File: config.mk
export PLATFORM = sky130hd
export DESIGN_NAME = mips_core
export DESIGN_NICKNAME = d
export VERILOG_FILES = /design/src/hw/mips_pkg.sv /design/src/hw/reg_file.sv /design/src/hw/decode_stage.sv /design/src/hw/execute_stage.sv /design/src/hw/memory_writeback.sv /design/src/hw/mips_core.sv
export SDC_FILE = /design/constraint.sdc
export NUM_CORES = 2
export LEC_CHECK = 0
export BUFFER_PORTS_ARGS = -buffer_cell sky130_fd_sc_hd__buf_2
export CAP_MARGIN = 20
export CORE_AREA = 2 2 502 878
export CTS_CLUSTER_DIAMETER = 30
export DETAILED_ROUTE_END_ITERATION = 16
export DIE_AREA = 0 0 504 880
export PLACE_DENSITY = 0.55
export SKIP_LAST_GASP = 1
export SLEW_MARGIN = 20
export SYNTH_ARGS = -nofsm -noshare
export SYNTH_HDL_FRONTEND = slang
export SYNTH_HIERARCHICAL = 1
export SYNTH_SLANG_ARGS = --single-unit
File: constraint.sdc
create_clock -name SYS_clk -period 12.3 [get_ports SYS_clk]
set_clock_uncertainty 0.15 [all_clocks]
set_input_delay 1.23 -clock SYS_clk [delete_from_list [all_inputs] [get_ports SYS_clk]]
set_output_delay 1.23 -clock SYS_clk [all_outputs]
set_load 0.005 [all_outputs]
File: src/hw/mips_pkg.sv
/* shared encodings, sizes and stage payload structs for the four-stage core
   every RTL file refers to these by scoped name */
`default_nettype none

package mips_pkg;

    localparam int word_w     = 32;
    localparam int reg_addr_w = 5;
    localparam int dmem_words = 64; // word addressed by alu_result[7:2]

    // major opcodes
    localparam logic [5:0] op_rtype = 6'h00;
    localparam logic [5:0] op_addi  = 6'h08;
    localparam logic [5:0] op_lw    = 6'h23;
    localparam logic [5:0] op_sw    = 6'h2B;

    // r-type funct field
    localparam logic [5:0] fn_add = 6'h20;
    localparam logic [5:0] fn_sub = 6'h22;
    localparam logic [5:0] fn_and = 6'h24;
    localparam logic [5:0] fn_or  = 6'h25;
    localparam logic [5:0] fn_slt = 6'h2A;

    typedef enum logic [2:0] {
        alu_add,
        alu_sub,
        alu_and,
        alu_or,
        alu_slt
    } alu_op_e;

    typedef struct packed {
        logic reg_write;
        logic mem_read;
        logic mem_write;
        logic mem_to_reg; // writeback takes load data
        logic alu_src;    // b operand is the immediate
    } ctrl_t;

    typedef struct packed {
        logic                  valid;
        ctrl_t                 ctrl;
        alu_op_e               alu_op;
        logic [5:0]            funct;
        logic [word_w-1:0]     rs_val;
        logic [word_w-1:0]     rt_val;
        logic [word_w-1:0]     imm;  // already sign extended
        logic [reg_addr_w-1:0] dest;
    } ex_bundle_t;

    typedef struct packed {
        logic                  valid;
        ctrl_t                 ctrl;
        logic [word_w-1:0]     alu_result;
        logic [word_w-1:0]     store_data;
        logic [reg_addr_w-1:0] dest;
    } mem_bundle_t;

    typedef struct packed {
        logic                  en;
        logic [reg_addr_w-1:0] addr;
        logic [word_w-1:0]     data;
    } wb_write_t;

endpackage

`default_nettype wire

File: src/hw/reg_file.sv
/* 32 x 32 register file with two operand reads, one debug read and one write
   operand reads bypass the write in flight, register 0 stays zero */
`timescale 1ns/1ps
`default_nettype none

module reg_file (
    input  logic                            SYS_clk,
    input  logic                            SYS_reset,
    input  logic [mips_pkg::reg_addr_w-1:0] rs_addr,
    input  logic [mips_pkg::reg_addr_w-1:0] rt_addr,
    output logic [mips_pkg::word_w-1:0]     rs_val,
    output logic [mips_pkg::word_w-1:0]     rt_val,
    input  mips_pkg::wb_write_t             wb,
    input  logic [mips_pkg::reg_addr_w-1:0] dbg_addr,
    output logic [mips_pkg::word_w-1:0]     dbg_data
);
    logic [mips_pkg::word_w-1:0] regs [1 << mips_pkg::reg_addr_w];

    always_ff @(posedge SYS_clk)
    begin
        if (SYS_reset)
        begin
            for (int i = 0; i < (1 << mips_pkg::reg_addr_w); i++)
                regs[i] <= '0;
        end
        else if (wb.en && wb.addr != '0)
            regs[wb.addr] <= wb.data; // r0 never written
    end

    // write-through covers the writeback distance
    assign rs_val = (rs_addr == '0) ? '0 :
                    (wb.en && wb.addr == rs_addr) ? wb.data : regs[rs_addr];
    assign rt_val = (rt_addr == '0) ? '0 :
                    (wb.en && wb.addr == rt_addr) ? wb.data : regs[rt_addr];

    assign dbg_data = regs[dbg_addr]; // stored state only

endmodule

`default_nettype wire

File: src/hw/decode_stage.sv
/* decode register fed by the instruction stream, control decode, register read
   stalls against pending writes in execute and memory and inserts a bubble */
`timescale 1ns/1ps
`default_nettype none

module decode_stage (
    input  logic                            SYS_clk,
    input  logic                            SYS_reset,
    input  logic                            instr_valid,
    input  logic [mips_pkg::word_w-1:0]     instr,
    output logic                            instr_ready,
    input  mips_pkg::wb_write_t             wb,
    input  mips_pkg::wb_write_t             ex_dest_hit,
    input  mips_pkg::wb_write_t             mem_dest_hit,
    input  logic [mips_pkg::reg_addr_w-1:0] dbg_addr,
    output logic [mips_pkg::word_w-1:0]     dbg_data,
    output mips_pkg::ex_bundle_t            to_ex,
    output logic                            busy_d
);
    logic                            d_valid;
    logic [mips_pkg::word_w-1:0]     d_instr;
    logic [5:0]                      opcode;
    logic [5:0]                      funct;
    logic [mips_pkg::reg_addr_w-1:0] rs, rt, rd;
    logic [mips_pkg::word_w-1:0]     rs_val, rt_val;
    mips_pkg::ctrl_t                 ctrl;
    mips_pkg::alu_op_e               alu_op;
    logic                            supported;
    logic                            uses_rt;
    logic                            rs_hazard, rt_hazard;
    logic                            stall;

    always_ff @(posedge SYS_clk)
    begin
        if (SYS_reset)
            d_valid <= 1'b0;
        else if (!stall)
        begin
            d_valid <= instr_valid;
            d_instr <= instr;
        end
    end

    assign opcode = d_instr[31:26];
    assign rs     = d_instr[25:21];
    assign rt     = d_instr[20:16];
    assign rd     = d_instr[15:11];
    assign funct  = d_instr[5:0];

    // main control and r-type alu operation
    always_comb
    begin
        ctrl      = '0;
        alu_op    = mips_pkg::alu_add;
        supported = 1'b1;
        uses_rt   = 1'b0;
        case (opcode)
            mips_pkg::op_rtype:
            begin
                ctrl.reg_write = 1'b1;
                uses_rt        = 1'b1;
                case (funct)
                    mips_pkg::fn_add: alu_op = mips_pkg::alu_add;
                    mips_pkg::fn_sub: alu_op = mips_pkg::alu_sub;
                    mips_pkg::fn_and: alu_op = mips_pkg::alu_and;
                    mips_pkg::fn_or:  alu_op = mips_pkg::alu_or;
                    mips_pkg::fn_slt: alu_op = mips_pkg::alu_slt;
                    default:          supported = 1'b0;
                endcase
            end
            mips_pkg::op_addi:
                ctrl = '{reg_write: 1'b1, mem_read: 1'b0, mem_write: 1'b0,
                         mem_to_reg: 1'b0, alu_src: 1'b1};
            mips_pkg::op_lw:
                ctrl = '{reg_write: 1'b1, mem_read: 1'b1, mem_write: 1'b0,
                         mem_to_reg: 1'b1, alu_src: 1'b1};
            mips_pkg::op_sw:
            begin
                ctrl    = '{reg_write: 1'b0, mem_read: 1'b0, mem_write: 1'b1,
                            mem_to_reg: 1'b0, alu_src: 1'b1};
                uses_rt = 1'b1; // store data
            end
            default:
                supported = 1'b0;
        endcase
    end

    assign rs_hazard = rs != '0 &&
        ((ex_dest_hit.en && ex_dest_hit.addr == rs) || (mem_dest_hit.en && mem_dest_hit.addr == rs));
    assign rt_hazard = uses_rt && rt != '0 &&
        ((ex_dest_hit.en && ex_dest_hit.addr == rt) || (mem_dest_hit.en && mem_dest_hit.addr == rt));
    assign stall       = d_valid && supported && (rs_hazard || rt_hazard);
    assign instr_ready = !stall;

    reg_file rf0 (
        .SYS_clk   (SYS_clk),
        .SYS_reset (SYS_reset),
        .rs_addr   (rs),
        .rt_addr   (rt),
        .rs_val    (rs_val),
        .rt_val    (rt_val),
        .wb        (wb),
        .dbg_addr  (dbg_addr),
        .dbg_data  (dbg_data)
    );

    assign to_ex.valid  = d_valid && supported && !stall; // bubble while stalled
    assign to_ex.ctrl   = ctrl;
    assign to_ex.alu_op = alu_op;
    assign to_ex.funct  = funct;
    assign to_ex.rs_val = rs_val;
    assign to_ex.rt_val = rt_val;
    assign to_ex.imm    = {{(mips_pkg::word_w - 16){d_instr[15]}}, d_instr[15:0]};
    assign to_ex.dest   = (opcode == mips_pkg::op_rtype) ? rd : rt;

    assign busy_d = d_valid;

endmodule

`default_nettype wire

File: src/hw/execute_stage.sv
/* execute register, operand select and ALU
   exposes its pending register write for the decode hazard check */
`timescale 1ns/1ps
`default_nettype none

module execute_stage (
    input  logic                  SYS_clk,
    input  logic                  SYS_reset,
    input  mips_pkg::ex_bundle_t  from_d,
    output mips_pkg::mem_bundle_t to_mem,
    output mips_pkg::wb_write_t   pending
);
    mips_pkg::ex_bundle_t        ex_q;
    logic [mips_pkg::word_w-1:0] b_operand;
    logic [mips_pkg::word_w-1:0] alu_result;

    always_ff @(posedge SYS_clk)
    begin
        if (SYS_reset)
        begin
            ex_q.valid <= 1'b0;
            ex_q.ctrl  <= '0;
        end
        else
            ex_q <= from_d;
    end

    assign b_operand = ex_q.ctrl.alu_src ? ex_q.imm : ex_q.rt_val;

    always_comb
    begin
        case (ex_q.alu_op)
            mips_pkg::alu_sub: alu_result = ex_q.rs_val - b_operand;
            mips_pkg::alu_and: alu_result = ex_q.rs_val & b_operand;
            mips_pkg::alu_or:  alu_result = ex_q.rs_val | b_operand;
            mips_pkg::alu_slt: alu_result = {{(mips_pkg::word_w - 1){1'b0}},
                                             $signed(ex_q.rs_val) < $signed(b_operand)};
            default:           alu_result = ex_q.rs_val + b_operand;
        endcase
    end

    assign to_mem = '{valid: ex_q.valid, ctrl: ex_q.ctrl, alu_result: alu_result,
                      store_data: ex_q.rt_val, dest: ex_q.dest};

    assign pending = '{en: ex_q.valid && ex_q.ctrl.reg_write, addr: ex_q.dest,
                       data: alu_result};

endmodule

`default_nettype wire

File: src/hw/memory_writeback.sv
/* memory register with data memory, then the writeback register
   stores write on the edge that ends the memory cycle, loads read combinationally */
`timescale 1ns/1ps
`default_nettype none

module memory_writeback (
    input  logic                  SYS_clk,
    input  logic                  SYS_reset,
    input  mips_pkg::mem_bundle_t from_ex,
    output mips_pkg::wb_write_t   wb,
    output mips_pkg::wb_write_t   pending,
    output logic                  busy_mw
);
    localparam int addr_w = $clog2(mips_pkg::dmem_words);

    mips_pkg::mem_bundle_t       mem_q;
    mips_pkg::wb_write_t         wb_q;
    logic                        wb_valid; // any instruction, stores included
    logic [mips_pkg::word_w-1:0] dmem [mips_pkg::dmem_words];
    logic [addr_w-1:0]           dmem_addr;
    logic [mips_pkg::word_w-1:0] load_data;
    logic [mips_pkg::word_w-1:0] result;

    always_ff @(posedge SYS_clk)
    begin
        if (SYS_reset)
        begin
            mem_q.valid <= 1'b0;
            mem_q.ctrl  <= '0;
        end
        else
            mem_q <= from_ex;
    end

    assign dmem_addr = mem_q.alu_result[addr_w+1:2];

    always_ff @(posedge SYS_clk)
    begin
        if (mem_q.valid && mem_q.ctrl.mem_write)
            dmem[dmem_addr] <= mem_q.store_data;
    end

    assign load_data = mem_q.ctrl.mem_read ? dmem[dmem_addr] : '0;
    assign result    = mem_q.ctrl.mem_to_reg ? load_data : mem_q.alu_result;

    always_ff @(posedge SYS_clk)
    begin
        if (SYS_reset)
        begin
            wb_valid <= 1'b0;
            wb_q.en  <= 1'b0;
        end
        else
        begin
            wb_valid  <= mem_q.valid;
            wb_q.en   <= mem_q.valid && mem_q.ctrl.reg_write;
            wb_q.addr <= mem_q.dest;
            wb_q.data <= result;
        end
    end

    assign wb      = wb_q;
    assign pending = '{en: mem_q.valid && mem_q.ctrl.reg_write, addr: mem_q.dest, data: result};
    assign busy_mw = mem_q.valid || wb_valid;

endmodule

`default_nettype wire

File: src/hw/mips_core.sv
/* top of the core, connects decode, execute and memory/writeback
   instructions come in on a valid/ready stream, busy covers all pending effects */
`timescale 1ns/1ps
`default_nettype none

module mips_core (
    input  logic                            SYS_clk,
    input  logic                            SYS_reset,
    input  logic                            instr_valid,
    input  logic [mips_pkg::word_w-1:0]     instr,
    output logic                            instr_ready,
    input  logic [mips_pkg::reg_addr_w-1:0] dbg_addr,
    output logic [mips_pkg::word_w-1:0]     dbg_data,
    output logic                            busy
);
    mips_pkg::ex_bundle_t  d_to_ex;
    mips_pkg::mem_bundle_t ex_to_mem;
    mips_pkg::wb_write_t   wb_w;
    mips_pkg::wb_write_t   ex_pending;
    mips_pkg::wb_write_t   mem_pending;
    logic                  busy_d;
    logic                  busy_mw;

    decode_stage decode0 (
        .SYS_clk      (SYS_clk),
        .SYS_reset    (SYS_reset),
        .instr_valid  (instr_valid),
        .instr        (instr),
        .instr_ready  (instr_ready),
        .wb           (wb_w),
        .ex_dest_hit  (ex_pending),
        .mem_dest_hit (mem_pending),
        .dbg_addr     (dbg_addr),
        .dbg_data     (dbg_data),
        .to_ex        (d_to_ex),
        .busy_d       (busy_d)
    );

    execute_stage execute0 (
        .SYS_clk   (SYS_clk),
        .SYS_reset (SYS_reset),
        .from_d    (d_to_ex),
        .to_mem    (ex_to_mem),
        .pending   (ex_pending)
    );

    memory_writeback memwb0 (
        .SYS_clk   (SYS_clk),
        .SYS_reset (SYS_reset),
        .from_ex   (ex_to_mem),
        .wb        (wb_w),
        .pending   (mem_pending),
        .busy_mw   (busy_mw)
    );

    assign busy = busy_d || ex_to_mem.valid || busy_mw; // execute register valid

endmodule

`default_nettype wire

== Word level (Yosys, flattened, before mapping) ==
Memories as Yosys holds them, arrays and structs flattened. A register that Yosys moved wholly into a read port is not among the register bits.
Index checks and enable logic that the tools add are counted.
Word-level totals
  memories kept: 2
  RAM bits: 3072
  flip-flop bits (word level): 176
Cells by class
  add/subtract/negate cells: 2
  bitwise gates (word level): 4
  magnitude comparators: 1
  equality and inequality tests: 16
  mux-type cells: 22
  reductions and logical operators: 35
Memory list
  memwb0.dmem: depth 64, width 32, read ports 1, clocked after memory_dff 1, write ports 1, RTL line memory_writeback.sv:19  | logic [mips_pkg::word_w-1:0] dmem [mips_pkg::dmem_words];
  decode0.rf0.regs: depth 32, width 32, read ports 3, clocked after memory_dff 2, write ports 32, RTL line reg_file.sv:17  | logic [mips_pkg::word_w-1:0] regs [1 << mips_pkg::reg_addr_w];
Operators by type and width (number)
  32-bit two-way mux: 4
  32-bit one-hot mux with 4 select lines: 1
  6-bit equality test, second input constant: 7
  32-bit adder: 1
  32-bit AND: 1
  32-bit < comparator: 1
  32-bit OR: 1
  32-bit OR reduction: 1
  32-bit subtractor: 1
  5-bit equality test: 4
  5-bit nonzero test: 3
  1-bit logical AND: 14
  3-bit one-hot mux with 4 select lines: 1
  4-bit one-hot mux with 3 select lines: 1
  1-bit two-way mux: 11
  5-bit logical NOT: 2
  5-bit two-way mux: 2
  3-bit by 2-bit equality test with 1-bit output, second input constant: 2
  6-bit by 4-bit equality test with 1-bit output, second input constant: 1
  6-bit logical NOT: 1
  1-bit logical OR: 6
  6-bit two-way mux: 1
  3-bit OR reduction: 2
  5-bit OR reduction: 1
  7 further kinds: 10

== Depth between registers and ports, before layout ==
  depth in word-level cells: 9
  gate-level depth with buffers: 15
  mapped depth without buffers: 13

== Modules after synthesis ==
The synthesis kept the hierarchy.
By module, submodules not included
  memory_writeback: cells an instance 3538, instances 1, area each 82375.3 um^2, seq. area each 64942.3 um^2
  reg_file: cells an instance 4280, instances 1, area each 62896.6 um^2, seq. area each 30749.5 um^2
  execute_stage: cells an instance 1017, instances 1, area each 9410.3 um^2, seq. area each 3243.1 um^2
  decode_stage: cells an instance 152, instances 1, area each 1825.5 um^2, seq. area each 980.9 um^2
  mips_core: cells an instance 1, instances 1, area each 6.3 um^2, seq. area each 0.0 um^2

== Worst setup path before layout ==
Ideal clock, no wire load.
  path type: input -> output
  start point: input port dbg_addr[0] in the netlist's numbering
  end point: output port dbg_data[0] in the netlist's numbering
  buffers on the path: 3
  slack: 7.911 ns
  stages on the path: 6
  arrival: 3.009 ns
  cell sequence: clkbuf_1 buf_6 buf_6 mux4_2 mux4_2 mux2_2
Between the ends
  longest elaborated chain between the ends: 1
RTL lines
  start: declaration: RTL line mips_core.sv:12  | input logic [mips_pkg::reg_addr_w-1:0] dbg_addr,
  memory 32 x 32 bit
  end: declaration: RTL line mips_core.sv:13  | output logic [mips_pkg::word_w-1:0] dbg_data,
Every way passes these cells.

== Final worst setup path ==
  start point: input port dbg_addr[0] in the netlist's numbering
  end point: output port dbg_data[17] in the netlist's numbering
The elaborated chain is that of the path after synthesis.

==> results.sh <==
export IMPL_outcome="finished, final reports clean"
export IMPL_setup_ws_ns=5.835
export IMPL_ioPinCount=74
export IMPL_htreeDepth=6
export IMPL_drc=0
export IMPL_worst_pin_slew_ns=1.266
export IMPL_fmax_ghz=0.1547
export IMPL_whs_path_depth=1
export IMPL_r2r_cells=8
export IMPL_vias=94210
export IMPL_maxSlewHeadroom_pct=15.59
export IMPL_cp_max_fo=44
export IMPL_grt_pass1_vias=95860
export IMPL_worst_endpoint_arrival_ns=5.09
export IMPL_drt_iter0_drc=12440
export IMPL_power_density_nw_per_um2=179.9
export IMPL_rows=321
export IMPL_leakage_nw=60.88
export IMPL_dp_final_hpwl_mm=337.8
export IMPL_multi_input_area_um2=52870
export IMPL_tns_ns=0
export IMPL_p_comb_share_pct=13.0
export IMPL_gr_usage_all_layers_pct=25.41
export IMPL_avgSynthCellArea_um2=17.42
export IMPL_hold_violations=0
export IMPL_io_buffers=73
export IMPL_synthCells=8981
export IMPL_p_int_mw=24.15
export IMPL_post_cts_resized=0
export IMPL_syn_area_um2=156500
export IMPL_drive_gt1_share_pct=29.26
export IMPL_start_util_pct=35.87
export IMPL_die_area_um2=443500
export IMPL_drtAntennaViolNets=0
export IMPL_end_kind="output pin"
export IMPL_grt_pass1_wl_mm=784.6
export IMPL_cts_buffers=537
export IMPL_cp_num_cells=7
export IMPL_slowest_delay_ns=0.82
export IMPL_whs_ns=0.2992
export IMPL_vias_per_cell=6.118
export IMPL_die_y_um=880
export IMPL_crit_path_cell_trace="buf_8, buf_4, buf_4, mux4_2, mux4_2, mux2_2, buf_2"
export IMPL_min_period_over_period_pct=52.56
export IMPL_slew_violations=0
export IMPL_report_final_setup_viol=0
export IMPL_final_min_clock_period_ns=6.465
export IMPL_grt_overflow=0
export IMPL_switching_share_pct=26.25
export IMPL_start_kind="primary input"
export IMPL_critPathKind="primary input to output pin"
export IMPL_rsz0062_at_grt="false"
export IMPL_fillers=38600
export IMPL_seq_power_share_pct=40.1
export IMPL_maxCapViolations=0
export IMPL_syn_to_final_growth_pct=16.35
export IMPL_grt_max_degree=104
export IMPL_crit_slowest_cell="buf_4"
export IMPL_cts_buffer_depth=4
export IMPL_path_buf_inv=4
export IMPL_hold_path_class="register to register"
export IMPL_cts_root_buffer="clkbuf_16"
export IMPL_clkPwrFrac_pct=46.9
export IMPL_postCtsSetupRepairBufs=0
export IMPL_wl_per_cell_um=37.38
export IMPL_core_um2=436200
export IMPL_place_ws_ns=5.770
export IMPL_place_congestion=0.9118
export IMPL_path_delay_family="buffers and inverters"
export IMPL_cts_tree="done"
export IMPL_peakVddDrop_mv=0.1514
export IMPL_cts_sinks=3334
export IMPL_cp_required_ns=10.92
export IMPL_firstDrtPassIters=8
export IMPL_yosys_warnings=6
export IMPL_cts_hold_buf=0
export IMPL_cts_clk_slew_worst_paths_ns=0.06
export IMPL_sequential_cell_area_um2=99930
export IMPL_clk_latency_ns=0.95
export IMPL_final_nets=9259
export IMPL_switchingPower_mw=8.597
export IMPL_drt_total_wl_mm=575.6
export IMPL_antenna_found_initial=51
export IMPL_die_x_um=504
-- sequential cells by signal, summed over array words and instances (netlist names), named ones only --
register / flops
memwb0/mem_q: 63
memwb0/dmem: 2048
memwb0/wb_valid: 1
execute0/pending: 5
memwb0/wb: 38
decode0/rf0/regs: 1024
memwb0/pending: 5
execute0/ex_q: 67
execute0/to_mem: 38
decode0/d_instr: 32
memwb0/dmem_addr: 6
decode0/busy_d: 1
-- power groups by stage --
stage          Sequential [mW]  Clock [mW]  Combinational [mW]
2_1_floorplan             13.2           0                2.86
3_3_place_gp              13.3           0                4.19
3_5_place_dp              13.3           0                4.22
4_1_cts                   13.1        15.5                4.23
5_1_grt                   13.1        16.0                4.44
6_report                  13.1        15.4                4.27
-- cell type report --
cell class / count / area share [%]
Antenna cell: 39 / 0.05361
Tap cell: 5814 / 3.996
Sequential cell: 3334 / 54.90
Multi-Input combinational cell: 4739 / 29.04
Clock inverter: 374 / 2.385
Timing Repair Buffer: 398 / 1.718
Clock buffer: 591 / 7.674
Inverter: 110 / 0.2309
-- stage by stage --
stage / utilization [%] / cells / power, mW / instance area, um2
2_1_floorplan: - / 9012 / 16.05 / 156600
3_3_place_gp: 37.46 / 14380 / 17.53 / 163400
3_5_place_dp: 37.48 / 14390 / 17.56 / 163500
4_1_cts: 41.68 / 15350 / 32.89 / 181800
5_1_grt: 41.71 / 15360 / 33.58 / 181900
6_report: 41.73 / 15400 / 32.75 / 182000
-- per-layer routing --
| metal | global-route usage (%) | part of all wire, % |
|---|---|---|
| met3 | 5.005 | 8.4 |
| met5 | 0 | 0.018 |
| met4 | 17.27 | 7.6 |
| met2 | 43.86 | 50 |
| met1 | 28.36 | 33 |
-- path summary, 6_finish.rpt --
kind / start / end / slack [ns]
setup / recovery: dbg_addr[0] / dbg_data[17] / 5.83
hold / removal: execute0/to_mem[70] / memwb0/mem_q[70] / 0.30
setup reg to reg: decode0/d_instr[16] / execute0/to_mem[24] / 7.24
hold reg to reg: execute0/to_mem[70] / memwb0/mem_q[70] / 0.30
-- layout by cell type (no fill, tap or decap), drive strengths merged, types with 97 or more instances in the layout --
cell type and count:
edfxtp 3314, mux4 1223, and2 1011, clkbuf 591, mux2i 460, buf 398, nor2 265, a22oi 206
nand2 205, inv 193, clkinv 184, a21oi 159, o21ai 122, nand3 104, ha 97
Power figures use the tool's default switching activity.
